$ cat config.mk
export PLATFORM = sky130hd
export DESIGN_NAME = arp_decoder
export DESIGN_NICKNAME = d
export VERILOG_FILES = /design/src/verilog/arp_frame_pkg.sv /design/src/verilog/arp_decode_pkg.sv /design/src/verilog/arp_decoder.sv /design/src/verilog/arp_field_capture.sv /design/src/verilog/arp_result_merge.sv /design/src/verilog/arp_target_match.sv
export SDC_FILE = /design/constraint.sdc
export NUM_CORES = 1
export LEC_CHECK = 0
export BUFFER_PORTS_ARGS = -buffer_cell sky130_fd_sc_hd__clkbuf_2
export CORE_MARGIN = 8
export CORE_UTILIZATION = 45
export DETAILED_ROUTE_END_ITERATION = 10
export PLACE_DENSITY = 0.66
export SETUP_SLACK_MARGIN = 0.1
export SLEW_MARGIN = 0
export SYNTH_ARGS = -nofsm -noshare
export SYNTH_HDL_FRONTEND = slang
export SYNTH_SLANG_ARGS = --single-unit
$ cat constraint.sdc
create_clock -name CLK -period 7.73 [get_ports CLK]
set_input_delay 0 -clock CLK [delete_from_list [all_inputs] [get_ports CLK]]
set_output_delay 0 -clock CLK [all_outputs]
set_load 0.01 [all_outputs]
$ cat src/verilog/arp_frame_pkg.sv
package arp_frame_pkg;

	// Field types of the ARP body
	typedef logic [7:0]   byte_t;
	typedef logic [15:0]  word16_t;      // Hardware type, protocol type, opcode
	typedef logic [47:0]  mac_addr_t;
	typedef logic [31:0]  ip_addr_t;
	typedef logic [223:0] arp_header_t;  // Whole body, packed field order
	typedef logic [4:0]   byte_idx_t;    // 0..27 bytes, 28 decide, 29 report

	localparam int unsigned FRAME_BYTES = 28;

	// Byte offsets in the stream
	localparam int unsigned OFS_HTYPE   = 0;
	localparam int unsigned OFS_PTYPE   = 2;
	localparam int unsigned OFS_HLEN    = 4;
	localparam int unsigned OFS_PLEN    = 5;
	localparam int unsigned OFS_OPER    = 6;
	localparam int unsigned OFS_SRC_MAC = 8;
	localparam int unsigned OFS_SRC_IP  = 14;
	localparam int unsigned OFS_DST_MAC = 18;
	localparam int unsigned OFS_DST_IP  = 24;

	// Field LSB positions inside arp_header_t
	// Hardware type sits at the bottom, destination IP at the top
	localparam int unsigned POS_HTYPE   = 0;
	localparam int unsigned POS_PTYPE   = POS_HTYPE + $bits(word16_t);
	localparam int unsigned POS_HLEN    = POS_PTYPE + $bits(word16_t);
	localparam int unsigned POS_PLEN    = POS_HLEN + $bits(byte_t);
	localparam int unsigned POS_OPER    = POS_PLEN + $bits(byte_t);
	localparam int unsigned POS_SRC_MAC = POS_OPER + $bits(word16_t);
	localparam int unsigned POS_SRC_IP  = POS_SRC_MAC + $bits(mac_addr_t);
	localparam int unsigned POS_DST_MAC = POS_SRC_IP + $bits(ip_addr_t);
	localparam int unsigned POS_DST_IP  = POS_DST_MAC + $bits(mac_addr_t);

endpackage

$ cat src/verilog/arp_decode_pkg.sv
package arp_decode_pkg;

	// Opcodes the decoder answers to
	localparam arp_frame_pkg::word16_t OPER_ARP_REQUEST  = 16'h0001;
	localparam arp_frame_pkg::word16_t OPER_RARP_REQUEST = 16'h0003;

	// Message kind reported on arp_type
	typedef logic [1:0] arp_kind_t;

	localparam arp_kind_t KIND_UNSUPPORTED = 2'd0;
	localparam arp_kind_t KIND_ARP         = 2'd1;
	localparam arp_kind_t KIND_RARP        = 2'd2;

	// Capture FSM
	typedef enum logic [1:0] {
		IDLE,     // Waiting for arp_en
		COLLECT,  // Bytes 1..27
		DECIDE,   // Flags and header complete
		REPORT    // Result stage loads, back to IDLE next
	} cap_state_t;

endpackage

$ cat src/verilog/arp_decoder.sv
`timescale 1ns/100ps

module arp_decoder #(
	parameter arp_frame_pkg::ip_addr_t LOCAL_IP = 32'hC0A8_0001
) (
	input  logic                       CLK,
	input  logic                       RST,
	input  arp_frame_pkg::byte_t       in_data,
	input  logic                       arp_en,
	output arp_frame_pkg::arp_header_t arp_header,
	output arp_decode_pkg::arp_kind_t  arp_type,
	output logic                       arp_done
);
	import arp_frame_pkg::*;
	import arp_decode_pkg::*;

	// Capture to match
	byte_idx_t   byte_idx;
	logic        byte_take;

	// Capture and match to result stage
	logic        decide;
	arp_header_t frame_header;
	logic        ip_hit;
	arp_kind_t   oper_kind;

	arp_field_capture i_capture (
		.CLK          (CLK),
		.RST          (RST),
		.in_data      (in_data),
		.arp_en       (arp_en),
		.byte_idx     (byte_idx),
		.byte_take    (byte_take),
		.decide       (decide),
		.frame_header (frame_header)
	);

	// Watches the same bytes as the capture
	arp_target_match #(
		.LOCAL_IP (LOCAL_IP)
	) i_match (
		.CLK       (CLK),
		.RST       (RST),
		.in_data   (in_data),
		.byte_idx  (byte_idx),
		.byte_take (byte_take),
		.ip_hit    (ip_hit),
		.oper_kind (oper_kind)
	);

	arp_result_merge i_merge (
		.CLK          (CLK),
		.RST          (RST),
		.decide       (decide),
		.ip_hit       (ip_hit),
		.oper_kind    (oper_kind),
		.frame_header (frame_header),
		.arp_header   (arp_header),
		.arp_type     (arp_type),
		.arp_done     (arp_done)
	);

endmodule

$ cat src/verilog/arp_field_capture.sv
`timescale 1ns/100ps

module arp_field_capture (
	input  logic                       CLK,
	input  logic                       RST,
	input  arp_frame_pkg::byte_t       in_data,
	input  logic                       arp_en,
	output arp_frame_pkg::byte_idx_t   byte_idx,
	output logic                       byte_take,
	output logic                       decide,
	output arp_frame_pkg::arp_header_t frame_header
);
	import arp_frame_pkg::*;
	import arp_decode_pkg::*;

	cap_state_t state;

	// Bit position of the LSB of stream byte idx inside the header.
	// Fields are big endian, fields themselves are stacked from the bottom up.
	function automatic int unsigned hdr_lsb(input byte_idx_t idx);
		int unsigned i;
		i = idx;
		if (i >= OFS_DST_IP)
			return POS_DST_IP + $bits(ip_addr_t) - 8 * (i - OFS_DST_IP + 1);
		if (i >= OFS_DST_MAC)
			return POS_DST_MAC + $bits(mac_addr_t) - 8 * (i - OFS_DST_MAC + 1);
		if (i >= OFS_SRC_IP)
			return POS_SRC_IP + $bits(ip_addr_t) - 8 * (i - OFS_SRC_IP + 1);
		if (i >= OFS_SRC_MAC)
			return POS_SRC_MAC + $bits(mac_addr_t) - 8 * (i - OFS_SRC_MAC + 1);
		if (i >= OFS_OPER)
			return POS_OPER + $bits(word16_t) - 8 * (i - OFS_OPER + 1);
		if (i >= OFS_PLEN)
			return POS_PLEN + $bits(byte_t) - 8 * (i - OFS_PLEN + 1);
		if (i >= OFS_HLEN)
			return POS_HLEN + $bits(byte_t) - 8 * (i - OFS_HLEN + 1);
		if (i >= OFS_PTYPE)
			return POS_PTYPE + $bits(word16_t) - 8 * (i - OFS_PTYPE + 1);
		return POS_HTYPE + $bits(word16_t) - 8 * (i - OFS_HTYPE + 1);
	endfunction

	// Byte 0 is taken in IDLE together with the strobe
	assign byte_take = (state == COLLECT) || (state == IDLE && arp_en);
	assign decide    = (state == DECIDE);

	always_ff @(posedge CLK or posedge RST) begin
		if (RST) begin
			state    <= IDLE;
			byte_idx <= '0;
		end else begin
			case (state)
				IDLE: begin
					if (arp_en) begin
						state    <= COLLECT;
						byte_idx <= byte_idx + 1'b1;
					end
				end
				COLLECT: begin
					byte_idx <= byte_idx + 1'b1;
					if (byte_idx == byte_idx_t'(FRAME_BYTES - 1))
						state <= DECIDE;  // Last body byte this cycle
				end
				DECIDE: begin
					state    <= REPORT;
					byte_idx <= byte_idx + 1'b1;
				end
				REPORT: begin
					state    <= IDLE;     // Ready for a strobe in the done cycle
					byte_idx <= '0;
				end
			endcase
		end
	end

	// Header register, each byte lands in its own field
	always_ff @(posedge CLK) begin
		if (byte_take)
			frame_header[hdr_lsb(byte_idx) +: $bits(byte_t)] <= in_data;
	end

endmodule

$ cat src/verilog/arp_result_merge.sv
`timescale 1ns/100ps

module arp_result_merge (
	input  logic                       CLK,
	input  logic                       RST,
	input  logic                       decide,
	input  logic                       ip_hit,
	input  arp_decode_pkg::arp_kind_t  oper_kind,
	input  arp_frame_pkg::arp_header_t frame_header,
	output arp_frame_pkg::arp_header_t arp_header,
	output arp_decode_pkg::arp_kind_t  arp_type,
	output logic                       arp_done
);
	import arp_frame_pkg::*;
	import arp_decode_pkg::*;

	arp_kind_t   next_type;
	arp_header_t next_header;
	logic        decide_q;  // Outputs loaded last cycle

	// Three outcomes of a finished frame
	always_comb begin
		next_type   = KIND_UNSUPPORTED;
		next_header = arp_header;        // Foreign destination keeps the old header
		if (ip_hit) begin
			if (oper_kind == KIND_UNSUPPORTED) begin
				next_header = '0;            // Ours but not a request
			end else begin
				next_type   = oper_kind;
				next_header = frame_header;
			end
		end
	end

	always_ff @(posedge CLK or posedge RST) begin
		if (RST) begin
			arp_type   <= KIND_UNSUPPORTED;
			arp_header <= '0;
			decide_q   <= 1'b0;
			arp_done   <= 1'b0;
		end else begin
			decide_q <= decide;
			arp_done <= decide_q;  // One cycle after the load
			if (decide) begin
				arp_type   <= next_type;
				arp_header <= next_header;
			end
		end
	end

endmodule

$ cat src/verilog/arp_target_match.sv
`timescale 1ns/100ps

module arp_target_match #(
	parameter arp_frame_pkg::ip_addr_t LOCAL_IP = 32'hC0A8_0001
) (
	input  logic                      CLK,
	input  logic                      RST,
	input  arp_frame_pkg::byte_t      in_data,
	input  arp_frame_pkg::byte_idx_t  byte_idx,
	input  logic                      byte_take,
	output logic                      ip_hit,
	output arp_decode_pkg::arp_kind_t oper_kind
);
	import arp_frame_pkg::*;
	import arp_decode_pkg::*;

	logic       ip_miss;      // Any destination IP byte differed
	logic       in_ip_field;
	logic [1:0] ip_pos;       // Byte within the destination IP
	byte_t      local_byte;
	byte_t      oper_hi;
	word16_t    oper;

	assign in_ip_field = (byte_idx >= OFS_DST_IP) &&
		(byte_idx < OFS_DST_IP + $bits(ip_addr_t) / 8);
	assign ip_pos      = 2'(byte_idx - OFS_DST_IP);
	assign local_byte  = LOCAL_IP[8 * (3 - ip_pos) +: 8];  // MSB first on the wire

	// Full opcode exists only while byte 7 is on in_data
	assign oper   = {oper_hi, in_data};
	assign ip_hit = ~ip_miss;

	always_ff @(posedge CLK or posedge RST) begin
		if (RST) begin
			ip_miss   <= 1'b1;
			oper_kind <= KIND_UNSUPPORTED;
		end else if (byte_take) begin
			if (byte_idx == '0) begin
				ip_miss   <= 1'b0;          // New frame
				oper_kind <= KIND_UNSUPPORTED;
			end

			if (in_ip_field && in_data != local_byte)
				ip_miss <= 1'b1;

			if (byte_idx == OFS_OPER + 1) begin
				case (oper)
					OPER_ARP_REQUEST:  oper_kind <= KIND_ARP;
					OPER_RARP_REQUEST: oper_kind <= KIND_RARP;
					default:           oper_kind <= KIND_UNSUPPORTED;
				endcase
			end
		end
	end

	// Opcode high byte, held until byte 7 arrives
	always_ff @(posedge CLK) begin
		if (byte_take && byte_idx == OFS_OPER)
			oper_hi <= in_data;
	end

endmodule
==> reports/metrics.csv <==
stage,metric,value,unit
run_status,status,"complete, no violations",
yosys,"count leader, synth",dfrtp_1,
critical_path,CP required,7.98,ns
drt,Starting DRT DRC Count,2143,
yosys,Seq cells post-synth,470,
floorplanning,Die H,254.3,um
yosys,Syn Nets,2461,
clocking,CTS Root Cell,clkbuf_16,
finish,share of post-route cells with drive strength above 1,0.2041,
clocking,"Clk pin slew, worst setup/hold paths",0.06,ns
clocking,Clock Latency Late Sink,0.55,ns
critical_path,maximum fanout along the worst path,18,
timing,skew final,0.01187,ns
yosys,Yosys warnings,0,
floorplanning,num ports,238,
floorplanning,core footprint,56280,um^2
yosys,Post-synth EDFFs,232,
clocking,Max Buffers Root-to-Sink,3,
clocking,htree depth,2,
grt,number of global-route vias before repair,20698,
place,Final HPWL DP,72750,um
drt,total number of vias,21511,
timing,final setup TNS,0,ns
critical_path,Crit Path Category,reg -> reg,
drt,drt pass-1 iters,6,
yosys,Post-synth ARST share,0.5064,
clocking,CTS sink cnt,470,
timing,slew margin rel.,0.2447,
floorplanning,die width,254.3,um
timing,Final Max Tran Viols,0,
grt,gr usage total,0.2889,
floorplanning,Core Rows,87,
drt,Post-route DRC,0,
place,port bufs,237,
timing,setup violators final,0,
drt,post-route ant nets,0,
critical_path,flop2flop setup slack,0.41,ns
yosys,share of the synthesized area in the top cell type,0.2727,
yosys,Netlist cell types,112,
timing,Final Critical Period,7.324,ns
yosys,prevailing post-synth register cell,dfrtp_1,
finish,nets,2722,
clocking,CTS Buf Count,42,
critical_path,Worst path max stage delay,0.68,ns
floorplanning,die area,64660,um^2
drt,Via-to-Cell Ratio,6.286,
timing,Least-Margin Pin Slew,1.133,ns
run,Max Cap Viol,0,
floorplanning,starting density of the core,0.4540,
drt,routed len/inst,28.17,um
finish,area delta synth->final,16.14,%
yosys,Synth Area per Inst,10.78,um^2
grt,total gr overflow,0,
critical_path,Startpoint Class,register,
timing,fmax,0.1365,GHz
grt,first-pass GRT wire length,140000,um
drt,final wirelength,96410,um
yosys,Post-Syn Area,25550,um^2
timing,final-report hold violation count,0,
clocking,CTS tree,yes,
critical_path,Critical Path Sink Type,register,
yosys,sequential element share of the synthesized area,0.5058,
timing,Tcrit/Tclk final,0.9474,
timing,RSZ-0062 raised after global routing,no,
yosys,synth cell count leaders,"dfrtp_1, edfxtp_1, a22o_1, nor2_1, nand2_1",
yosys,Synth Instances,2371,
place,RePlAce Congestion,1.052,
yosys,Area contributors post-synth,"edfxtp_1, dfrtp_1, a22o_1, ha_1, and2_1",
critical_path,Worst EP arrival,7.57,ns
grt,largest net degree at the start of global routing,225,
critical_path,Crit-path slowest cell,a311oi_2,
worst_hold_path,Worst Hold Class,in -> reg,
critical_path,critical path cell sequence,ha_1 -> and2_1 -> inv_1 -> fa_1 -> a311oi_2 -> or4_1 -> o2111ai_1 -> a2111oi_2 -> a22oi_1 -> a22o_1 -> nand4bb_1 -> buf_4 -> or4_1 -> a2111oi_4 -> o2111ai_4 -> buf_12 -> nor4_2 -> buf_4,
grt,initial antenna violation count,0,
yosys,largest area contributor in the netlist,edfxtp_1,
## through the flow
stage	cells	hold slack [ns]	cell area (um^2)	setup slack, ns	utilization
after floorplan	2371	0.09652	25550	0.3796	-
after global placement	3342	0.1515	28280	0.4658	0.5024
after detailed placement	3342	0.1651	28280	0.4946	0.5024
after CTS	3421	0.01700	29660	0.4444	0.5270
after global routing	3421	0.03685	29670	0.1690	0.5272
final	3422	0.04512	29670	0.4064	0.5272
## final cells by class
class                      count  area, um^2
antenna                        1       2.502
sequential                   470       12920
inverter                      41       163.9
tap                          756       945.9
multi-input combinational   1692       11920
clock buffer                  57        1201
fill                        4935       26610
clock inverter                20       161.4
timing repair buffer         385        2352
## flip-flops by register name (all words and copies together), names as in the netlist
name                    flops
i_match.oper_kind           2
i_merge.arp_done            1
i_capture.state             2
i_merge.arp_type            2
i_merge.arp_header        224
i_match.ip_miss             1
i_merge.decide_q            1
i_match.oper_hi             8
i_capture.frame_header    224
i_capture.byte_idx          5
## metal layers
metal | wire [um] | vias up | part of all wire | track usage
met2 | 45560 | 1040 | 0.47 | 0.4801
met4 | 5710 | 0 | 0.059 | 0.1523
met1 | 38810 | 10680 | 0.40 | 0.3739
met5 | 0 | - | 0 | 0
li1 | - | 9562 | - | -
met3 | 6328 | 229 | 0.066 | 0.02690
## cell usage in the layout, fill, tap and decap left out, drive strengths merged, types with 44 or more instances in the layout
cell,count
buf,146
o21ai,64
nor4,63
a21oi,75
nand3,66
dfrtp,237
edfxtp,232
inv,44
and3,65
nor3,72
nand2,136
nor2,179
ha,78
a22o,230
and2,121
clkbuf,294
xnor2,68
## logic make-up after synthesis
group | count (synthesis) | share of synthesized area
simple gates | 878 | 0.1869
fa+ha+maj | 79 | 0.03898
mux | 10 | 0.003918
xor+xnor | 107 | 0.04021
buf+inv | 209 | 0.03418
flops | 470 | 0.5058
compound gates | 618 | 0.1900
## timing repair
action | 4_1_cts | 5_1_grt
hold buffers | 2 | 0
hold endpoints to repair | 106 | 0
setup buffers | 0 | 0
gates resized for setup | 0 | 2
setup endpoints to repair | 0 | 216
## worst max-delay path: cells and delay by family, from the launching register on
kind | cells | cell delay [ns]
fa+ha+maj | 2 | 1.18
buf+inv | 4 | 0.74
flops | 1 | 0.65
simple gates | 5 | 1.70
compound gates | 7 | 2.71
## worst paths after layout
path,start,to,depth (start not counted)
max,i_capture.byte_idx[0],i_capture.frame_header[104],18
min,in_data[7],i_match.oper_hi[7],2
max reg2reg,i_capture.byte_idx[0],i_capture.frame_header[104],18
min reg2reg,i_merge.decide_q,i_merge.arp_done,0
max in group asynchronous,RST,i_merge.arp_header[182],4
min in group asynchronous,RST,i_merge.arp_header[90],3
Power is left out: the tool's default activity adds up to more than one toggle a clock period on the data nets, which glitch-free logic cannot reach.
